### src/cache_defines.svh
// cache geometry macros shared by the package and the cache RTL
`ifndef CACHE_DEFINES_SVH
`define CACHE_DEFINES_SVH

//////////////////////////////////////////////////
// base geometry
//////////////////////////////////////////////////

// number of sets
`define CACHE_NUM_LINES 8

// ways per set
`define CACHE_WAYS 2

// bits per line
`define CACHE_LINE_WIDTH 128

// line address width
`define CACHE_ADDR_WIDTH 12

// derived address fields
`define CACHE_INDEX_WIDTH $clog2(`CACHE_NUM_LINES)
`define CACHE_TAG_WIDTH (`CACHE_ADDR_WIDTH - `CACHE_INDEX_WIDTH)

`endif

### src/cache_pkg.sv
// shared types for the read-only cache, bus request structs and controller states
`include "cache_defines.svh"

package cache_pkg;

    // meaningful widths
    typedef logic [`CACHE_ADDR_WIDTH-1:0]       line_addr_t;
    typedef logic [`CACHE_TAG_WIDTH-1:0]        tag_t;
    typedef logic [`CACHE_INDEX_WIDTH-1:0]      index_t;
    typedef logic [$clog2(`CACHE_WAYS)-1:0]     way_t;
    typedef logic [`CACHE_WAYS-1:0]             way_mask_t;
    typedef logic [`CACHE_LINE_WIDTH-1:0]       line_t;

    // wishbone classic request, cpu side
    typedef struct packed {
        logic       cyc;
        logic       stb;
        line_addr_t adr;
    } cpu_req_t;

    // wishbone classic request, memory side
    typedef struct packed {
        logic       cyc;
        logic       stb;
        line_addr_t adr;
    } mem_req_t;

    // controller states
    typedef enum logic [1:0] {
        state_idle,
        state_fill,
        state_ack
    } ctrl_state_t;

endpackage : cache_pkg

### src/cache_lru.sv
// per-set least recently used tracking for the two-way cache
`timescale 1ns/1ns
`include "cache_defines.svh"

module cache_lru
    import cache_pkg::*;
(
    input  logic   clk,
    input  logic   rst_n,

    // update from the controller
    input  logic   load,
    input  index_t index,
    input  way_t   mru,

    // replacement candidate for the addressed set
    output way_t   lru
);

    //////////////////////////////////////////////////
    // lru table
    //////////////////////////////////////////////////

    // one entry per set naming the victim way
    way_t lru_q [`CACHE_NUM_LINES];

    always_ff @(posedge clk) begin
        if (!rst_n) begin
            for (int s = 0; s < `CACHE_NUM_LINES; s++) begin
                lru_q[s] <= '0;
            end
        end else if (load) begin
            // with two ways the victim is simply the other one
            lru_q[index] <= ~mru;
        end
    end

    assign lru = lru_q[index];

endmodule : cache_lru

### src/cache_way.sv
// single cache way with valid, tag and data storage per set
`timescale 1ns/1ns
`include "cache_defines.svh"

module cache_way
    import cache_pkg::*;
(
    input  logic   clk,
    input  logic   rst_n,

    // fill side
    input  logic   load,
    input  index_t index,
    input  tag_t   tag,
    input  line_t  fill_dat,

    // lookup side
    output logic   hit,
    output line_t  rd_dat
);

    //////////////////////////////////////////////////
    // storage
    //////////////////////////////////////////////////

    logic [`CACHE_NUM_LINES-1:0] valid_q;
    tag_t                        tag_q  [`CACHE_NUM_LINES];
    line_t                       data_q [`CACHE_NUM_LINES];

    // valid bits are the only control state here
    always_ff @(posedge clk) begin
        if (!rst_n) begin
            valid_q <= '0;
        end else if (load) begin
            valid_q[index] <= 1'b1;
        end
    end

    // tag and line written together on a fill
    always_ff @(posedge clk) begin
        if (load) begin
            tag_q[index]  <= tag;
            data_q[index] <= fill_dat;
        end
    end

    //////////////////////////////////////////////////
    // lookup
    //////////////////////////////////////////////////

    // combinational compare against the addressed set
    always_comb begin
        hit    = valid_q[index] && (tag_q[index] == tag);
        rd_dat = data_q[index];
    end

endmodule : cache_way

### src/readonly_cache.sv
// two-way read-only line cache between a cpu wishbone port and a memory wishbone port
`timescale 1ns/1ns

module readonly_cache
    import cache_pkg::*;
(
    input  logic     clk,
    input  logic     rst_n,

    // cpu side, wishbone classic slave
    input  cpu_req_t cpu_req,
    output logic     cpu_ack,
    output line_t    cpu_dat,

    // memory side, wishbone classic master
    output mem_req_t mem_req,
    input  logic     mem_ack,
    input  line_t    mem_dat
);

    //////////////////////////////////////////////////
    // controller <-> datapath
    //////////////////////////////////////////////////

    way_t      way_sel;
    logic      load;
    logic      load_lru;
    way_mask_t hit;
    way_t      lru;

    readonly_cache_control readonly_cache_control_inst (
        .clk      (clk),
        .rst_n    (rst_n),
        .cpu_req  (cpu_req),
        .cpu_ack  (cpu_ack),
        .mem_req  (mem_req),
        .mem_ack  (mem_ack),
        .hit      (hit),
        .lru      (lru),
        .way_sel  (way_sel),
        .load     (load),
        .load_lru (load_lru)
    );

    // cpu address drives the lookup, fills come straight from memory
    readonly_cache_datapath readonly_cache_datapath_inst (
        .clk      (clk),
        .rst_n    (rst_n),
        .adr      (cpu_req.adr),
        .way_sel  (way_sel),
        .load     (load),
        .load_lru (load_lru),
        .fill_dat (mem_dat),
        .hit      (hit),
        .lru      (lru),
        .rd_dat   (cpu_dat)
    );

endmodule : readonly_cache

### src/readonly_cache_control.sv
// cache controller FSM sequencing lookup, line fill and cpu acknowledge
`timescale 1ns/1ns
`include "cache_defines.svh"

module readonly_cache_control
    import cache_pkg::*;
(
    input  logic      clk,
    input  logic      rst_n,

    // cpu wishbone slave side
    input  cpu_req_t  cpu_req,
    output logic      cpu_ack,

    // memory wishbone master side
    output mem_req_t  mem_req,
    input  logic      mem_ack,

    // datapath status
    input  way_mask_t hit,
    input  way_t      lru,

    // datapath control
    output way_t      way_sel,
    output logic      load,
    output logic      load_lru
);

    ctrl_state_t state;
    ctrl_state_t next_state;
    logic        req_valid;
    way_t        hit_way;

    assign req_valid = cpu_req.cyc && cpu_req.stb;

    // encode the hit mask into a way number
    always_comb begin
        hit_way = '0;
        for (int w = 0; w < `CACHE_WAYS; w++) begin
            if (hit[w]) begin
                hit_way = way_t'(w);
            end
        end
    end

    //////////////////////////////////////////////////
    // state register
    //////////////////////////////////////////////////

    always_ff @(posedge clk) begin
        if (!rst_n) begin
            state <= state_idle;
        end else begin
            state <= next_state;
        end
    end

    //////////////////////////////////////////////////
    // next state and datapath control
    //////////////////////////////////////////////////

    always_comb begin
        next_state = state;
        // victim way unless a hit says otherwise
        way_sel    = lru;
        load       = 1'b0;
        load_lru   = 1'b0;
        case (state)
            state_idle: begin
                if (req_valid) begin
                    if (|hit) begin
                        way_sel    = hit_way;
                        load_lru   = 1'b1;
                        next_state = state_ack;
                    end else begin
                        next_state = state_fill;
                    end
                end
            end
            state_fill: begin
                // lru is stable here, set and address are held by the cpu
                if (mem_ack) begin
                    load       = 1'b1;
                    next_state = state_idle;
                end
            end
            state_ack: begin
                next_state = state_idle;
            end
            default: begin
                next_state = state_idle;
            end
        endcase
    end

    // bus outputs decoded from state
    assign cpu_ack     = (state == state_ack);
    assign mem_req.cyc = (state == state_fill);
    assign mem_req.stb = (state == state_fill);
    assign mem_req.adr = cpu_req.adr;

endmodule : readonly_cache_control

### src/readonly_cache_datapath.sv
// cache datapath with address split, way storage, lru table and read data select
`timescale 1ns/1ns
`include "cache_defines.svh"

module readonly_cache_datapath
    import cache_pkg::*;
(
    input  logic       clk,
    input  logic       rst_n,

    // cpu side address
    input  line_addr_t adr,

    // from the controller
    input  way_t       way_sel,
    input  logic       load,
    input  logic       load_lru,

    // line returned by memory
    input  line_t      fill_dat,

    // to the controller
    output way_mask_t  hit,
    output way_t       lru,

    // to the cpu
    output line_t      rd_dat
);

    //////////////////////////////////////////////////
    // address split
    //////////////////////////////////////////////////

    tag_t   tag;
    index_t index;

    assign index = adr[`CACHE_INDEX_WIDTH-1:0];
    assign tag   = adr[`CACHE_ADDR_WIDTH-1:`CACHE_INDEX_WIDTH];

    //////////////////////////////////////////////////
    // ways
    //////////////////////////////////////////////////

    way_mask_t way_load;
    line_t     way_dat [`CACHE_WAYS];

    // only the selected way takes the fill
    always_comb begin
        for (int w = 0; w < `CACHE_WAYS; w++) begin
            way_load[w] = load && (way_sel == way_t'(w));
        end
    end

    for (genvar w = 0; w < `CACHE_WAYS; w++) begin : g_way
        cache_way cache_way_inst (
            .clk      (clk),
            .rst_n    (rst_n),
            .load     (way_load[w]),
            .index    (index),
            .tag      (tag),
            .fill_dat (fill_dat),
            .hit      (hit[w]),
            .rd_dat   (way_dat[w])
        );
    end

    //////////////////////////////////////////////////
    // lru
    //////////////////////////////////////////////////

    // the way being answered becomes most recently used
    cache_lru cache_lru_inst (
        .clk   (clk),
        .rst_n (rst_n),
        .load  (load_lru),
        .index (index),
        .mru   (way_sel),
        .lru   (lru)
    );

    //////////////////////////////////////////////////
    // read data
    //////////////////////////////////////////////////

    // captured with the lru update, so it holds through the ack cycle
    always_ff @(posedge clk) begin
        if (load_lru) begin
            rd_dat <= way_dat[way_sel];
        end
    end

endmodule : readonly_cache_datapath

### config.mk
export PLATFORM = sky130hd
export DESIGN_NAME = readonly_cache
export DESIGN_NICKNAME = d
export VERILOG_FILES = /design/src/cache_pkg.sv /design/src/cache_lru.sv /design/src/cache_way.sv /design/src/readonly_cache.sv /design/src/readonly_cache_control.sv /design/src/readonly_cache_datapath.sv
export VERILOG_INCLUDE_DIRS = /design/src
export SDC_FILE = /design/constraint.sdc
export NUM_CORES = 2
export LEC_CHECK = 0
export ABC_CLOCK_PERIOD_IN_PS = 47300
export BUFFER_PORTS_ARGS = -buffer_cell sky130_fd_sc_hd__buf_2
export CAP_MARGIN = 10
export CORE_UTILIZATION = 41
export DETAILED_ROUTE_END_ITERATION = 7
export GPL_TIMING_DRIVEN = 1
export PLACE_DENSITY = 0.53
export SLEW_MARGIN = 20
export SYNTH_ARGS = -nofsm -noshare
export SYNTH_HDL_FRONTEND = slang
export SYNTH_SLANG_ARGS = --single-unit
### constraint.sdc
create_clock -name clk -period 47.3 [get_ports clk]
set_clock_uncertainty 0.05 [all_clocks]
set_input_delay 7.095 -clock clk [delete_from_list [all_inputs] [get_ports clk]]
set_output_delay 7.095 -clock clk [all_outputs]
set_load 0.01 [all_outputs]
# Word-level counts from Yosys, hierarchy flattened
# Memory sizes are Yosys's and may differ from the RTL's.
# Cells that the tools add are included.
[totals]
ff_bits = 146
mem_bits_rw = 2200
in_bits = 145
out_inout_bits = 143
elab_cells = 65
n_memories = 5
[classes]
order_cmp = 3
n_eq_ne = 6
muxes = 33
bitwise = 4
reduce_logical = 10
[memory_table]
columns = ["name", "depth", "word_bits", "rd", "rd_ports_with_merged_regs", "wr", "line", "source"]
rows = [
  ["readonly_cache_datapath_inst.g_way[0].cache_way_inst.data_q", 8, 128, 1, 0, 1, "cache_way.sv:28", "line_t data_q [`CACHE_NUM_LINES];"],
  ["readonly_cache_datapath_inst.g_way[1].cache_way_inst.data_q", 8, 128, 1, 0, 1, "cache_way.sv:28", ""],
  ["readonly_cache_datapath_inst.g_way[0].cache_way_inst.tag_q", 8, 9, 1, 0, 1, "cache_way.sv:27", "tag_t tag_q [`CACHE_NUM_LINES];"],
  ["readonly_cache_datapath_inst.g_way[1].cache_way_inst.tag_q", 8, 9, 1, 0, 1, "cache_way.sv:27", ""],
  ["readonly_cache_datapath_inst.cache_lru_inst.lru_q", 8, 1, 1, 0, 8, "cache_lru.sv:25", "way_t lru_q [`CACHE_NUM_LINES];"],
]
[op_table]
columns = ["operator", "n"]
rows = [
  ["$mux 128", 3],
  ["$mux 1", 22],
  ["$eq 9x9->1", 2],
  ["$or 8x8->8", 2],
  ["$bmux 1 s3", 2],
  ["$logic_and 1x1->1", 6],
  ["$mux 2", 3],
  ["$lt 3x4->1 const B", 1],
  ["$ne 2x1->1 const B", 2],
  ["$pmux 2 s2", 1],
  ["$demux 1 s3", 1],
  ["$ge 3x1->1 const B", 1],
  ["$mux 3", 1],
  ["$eq 2x1->1 const B", 1],
  ["$eq 2x2->1 const B", 1],
  ["$ge 2x2->1 const B", 1],
  ["$logic_not 2->1", 1],
  ["$not 1->2", 1],
  ["$reduce_and 2->1", 1],
  ["$reduce_or 2->1", 1],
  ["$not 1->1", 1],
  ["$reduce_or 1->1", 1],
]

# Logic depth before layout (Yosys ltp)
[depth]
depth_word = 12
ltp_mapped = 15
ltp_nobuf = 8

# Modules after synthesis
# Synthesis repeated with hierarchy kept, for this count alone.
[hier_totals]
hier_cells = 5122
area_unflattened_um2 = 90855.9
[modules_own_cells]
columns = ["mod", "instances", "cells_per_inst", "area_per_inst_um2", "seq_area_each_um2"]
rows = [
  ["cache_way", 2, 2394, 42403.2, 33071.7],
  ["readonly_cache_datapath", 1, 272, 5432.7, 3843.7],
  ["cache_lru", 1, 35, 392.9, 160.2],
  ["readonly_cache_control", 1, 27, 224.0, 40.0],
]

# Worst setup path before layout
# No wires, ideal clock.
[synth_path]
kind = "input to register"
startpoint = "in cpu_req[1] (netlist name)"
endpoint = "mem readonly_cache_datapath_inst.g_way[1].cache_way_inst.data_q[1][0] (netlist name) (enable)"
setup_ps = 801
t_arrival_ps = 18945
t_required_ps = 46449
path_slack_ps = 27504
path_stages = 12
path_buffers = 4
cell_sequence = "mux2_1 > mux4_2 > or3_1 > a2111oi_2 > nand2_1 > or3_1 > buf_2 > and2_1 > buf_2 > buf_6 > buf_6 > nor3_1"
[synth_via]
elab_chain_cells = 10
word_cells_on_any_way = 19
cone_classes = "2 x eq/ne; 10 x mux; 4 x reduce/logical; 3 x memory"
[synth_lines]
columns = ["element", "line", "source"]
rows = [
  ["start: declaration", "readonly_cache.sv:11", "input cpu_req_t cpu_req,"],
  ["$mem_v2 8x9 or $bmux 1 s3 (tied branches)", "--", ""],
  ["$eq 9x9->1 or $mux 1 (tied branches)", "cache_way.sv:53", "hit = valid_q[index] && (tag_q[index] == tag);"],
  ["$logic_and 1x1->1", "cache_way.sv:53", ""],
  ["$mux 1 or $reduce_or 2->1 (tied branches)", "readonly_cache_control.sv:40, readonly_cache_control.sv:71", ""],
  ["$mux 1", "readonly_cache_control.sv:71", "if (|hit) begin"],
  ["$mux 1", "readonly_cache_control.sv:70", "if (req_valid) begin"],
  ["$mux 1", "readonly_cache_control.sv:68", "case (state)"],
  ["$logic_and 1x1->1", "readonly_cache_datapath.sv:50", "way_load[w] = load && (way_sel == way_t'(w));"],
  ["$mux 1", "cache_way.sv:41", "if (load) begin"],
  ["$mux 1 (not written as such)", "cache_way.sv:43", "data_q[index] <= fill_dat;"],
  ["end: declaration", "cache_way.sv:28", ""],
]
# Several ways; a longest one is shown, not always the timed one. The select of a mux whose other input is x is not followed.

# Worst setup path in the final report
[layout_path]
startpoint = "in cpu_req[1] (netlist name)"
endpoint = "out mem_req[1] (netlist name)"
[layout_rtl]
columns = ["element", "line", "source"]
rows = [
  ["end: declaration", "readonly_cache.sv:16", "output mem_req_t mem_req,"],
]
# No word-level cell between the ends.

==> results.cfg <==
[run_status]
status = finished clean

[critical_path]
crit_fanout = 51
max_stage_delay_ns = 0.53
crit_path_end_kind = primary output
cp.required_ns = 40.15
worstPathArrival_ns = 8.00
critical_path.startpoint = cpu_req[1]
crit_type = in -> out
cp-start-kind = primary input
cp_slowest_cell = buf_4
path_cells = buf_2 > buf_4 > buf_2
crit_top_cell = buf_2

[die]
start_util_pct = 41.2
coreArea_um2 = 205000
fp.dieH_um = 456
placementRows = 166
pin_count = 288
die_w_um = 456
die_area_um2 = 208000

[cts]
cts_resized = 0
insertion_delay_ns = 0.86
cts.reportedPaths.clkPinSlew_ns = 0.06
holdBufCountCts = 0
cts_setup_buffers = 0
cts_sinks = 2346
htreeDepth = 4
clockRootBuffer = clkbuf_16
cts_tree = yes
cts_inserted_buffers = 230
cts_max_path_buffers = 3

[grt]
grt_overflow_total = 0
grt_pass1_vias = 44300
grt_max_degree = 129
antenna_found_initial = 51
grt_usage_pct = 21.7
grt_pass1_wl_um = 327000

[timing]
layout_setup_ws_ns = 32.15
setup_tns_ns = 0
hold_viol = 0
finalCriticalPeriod_ns = 15.15
setup_viol = 0
drv_slew = 0
worst_slew_pin_slew_ns = 1.14
fin_crit_sh_pct = 32.0
fmax_mhz = 66.0
slew_headroom_pct = 23.9
rsz0062_at_grt = no

[cells_and_area]
nets = 4747
drive_gt1_share_pct = 19.0
final_area_um2 = 96300
fin_cells = 7501
syn_to_final_growth_pct = 14.2

[synthesis]
ys_warn_count = 0
synth_nets = 4404
yosys.area.top_type = edfxtp_1
synth_async_sr_flop_share_pct = 0
avgSynthCellArea_um2 = 19.8
synth_top_area_share_pct = 82.6
synth-edff-count = 2320
ys_types = 48
ys.flop_type = edfxtp_1
ys_seq_area_share_pct = 83.2
synth_area_leaders = edfxtp_1 (83%), a22oi_1 (9.1%), nand4_1 (1.9%), mux2_2 (1.1%), clkbuf_1 (1.0%)
synth_cells = 4259
ys_ff_latch = 2346
netlist_area_um2 = 84300

[pwr]
irDropWorstVdd_mv = 0.0291
p_leak_nw = 29.9
p_total_mw = 4.22
power.density_nw_per_um2 = 43.8

[place]
place.detailed.hpwl_um = 111000
dp.cells = 7058
place.port_buffers = 287
routabilityCongestion = 0.726
dpl_cell_area_um2 = 89000
pre_cts_ws_ns = 32.13

[run]
maxCapViolCount = 0

[detailed_routing]
dr_wl_met2_um = 113000
route.met3.wl_um = 13000
drt_iter0_drc = 3953
highest_layer = met5
via_per_inst = 5.86
remaining_drc_errors = 0
vias = 43900
first_pass_iters = 5
route.layer.met1.wl_um = 97500
avgRoutedWirePerCell_um = 30.5
detail_route.wirelength_um = 229000
drtAntennaViolNets = 0

[min_path]
hp-class = reg -> reg
[through the flow]
| stage | utilization, % | hold WS, ns |
|---|---|---|
| after floorplan | - | 0.370 |
| after global placement | 43.5 | 0.395 |
| after detailed placement | 43.5 | 0.401 |
| after CTS | 47.1 | 0.415 |
| after global routing | 47.1 | 0.436 |
| final | 47.1 | 0.412 |
[cell type report]
type / instances / area (um^2)
multi-input cells: 1633 / 13100
clock buffers: 281 / 6010
diodes: 12 / 30.0
fillers: 17000 / 108000
flip-flops and latches: 2346 / 70200
repair buffers: 386 / 2310
well taps: 2688 / 3360
inverters: 5 / 18.8
clock inverters: 150 / 1250
[Yosys cell counts, types with 12 or more instances]
| cell type | count |
|---|---|
| nand2_1 | 19 |
| mux2_2 | 81 |
| a22oi_1 | 1024 |
| nor2_1 | 22 |
| clkbuf_1 | 229 |
| mux4_2 | 27 |
| mux2i_1 | 21 |
| nor3_1 | 12 |
| mux2_4 | 55 |
| dfxtp_1 | 26 |
| edfxtp_1 | 2320 |
| buf_4 | 13 |
| buf_2 | 20 |
| nand4_1 | 260 |
[routing by layer]
| metal | vias up | track usage [%] |
|---|---|---|
| met4 | 20 | 5.47 |
| met1 | 23300 | 29.4 |
| met2 | 1447 | 36.7 |
| li1 | 18800 | - |
| met5 | - | 0 |
| met3 | 336 | 3.47 |
[critical path: cells and delay by family]
family | cells | cell delay (ns)
buffers and inverters | 3 | 0.87
[state kept, by name, indices dropped and copies added (netlist names)]
signal and cells:
readonly_cache_datapath_inst.g_way.cache_way_inst.tag_q 144, readonly_cache_datapath_inst.g_way.cache_way_inst.valid_q 16, readonly_cache_datapath_inst.cache_lru_inst.lru_q 8, readonly_cache_datapath_inst.rd_dat 128
readonly_cache_datapath_inst.g_way.cache_way_inst.data_q 2048, readonly_cache_control_inst.state 2
[kinds of logic after synthesis]
| logic type | Yosys count | synth area share (%) |
|---|---|---|
| AO/OA/AOI/OAI | 1083 | 9.68 |
| XOR/XNOR | 17 | 0.177 |
| buffers and inverters | 280 | 1.41 |
| flip-flops | 2346 | 83.2 |
| multiplexers | 188 | 3.08 |
| AND/OR/NAND/NOR | 345 | 2.43 |
[cells in the final DEF, fill, tap and decap left out, drive strengths merged, types with 19 or more instances in the layout]
cell type     n
edfxtp     2320
a22oi      1024
buf         386
clkbuf      281
nand4       260
mux2        140
clkinv      124
mux4         27
dfxtp        26
nor2         22
mux2i        21
nand2        19
[power breakdown]
| part | total, mW | internal [mW] | switching, mW | leakage (nW) |
|---|---|---|---|---|
| Sequential | 2.29 | 2.29 | 0.00130 | 21.1 |
| Clock | 1.76 | 0.984 | 0.777 | 3.55 |
| Combinational | 0.163 | 0.0548 | 0.109 | 5.26 |
| Total | 4.22 | 3.33 | 0.887 | 29.9 |
[path summary, 6_finish.rpt]
check	to	depth (start not counted)	slack, ns
hold reg to reg	register	1	0.41
setup reg to reg	register	11	41.21
setup / recovery	mem_req[1]	3	32.15
hold / removal	register	1	0.41
(Power assumes the default switching activity.)
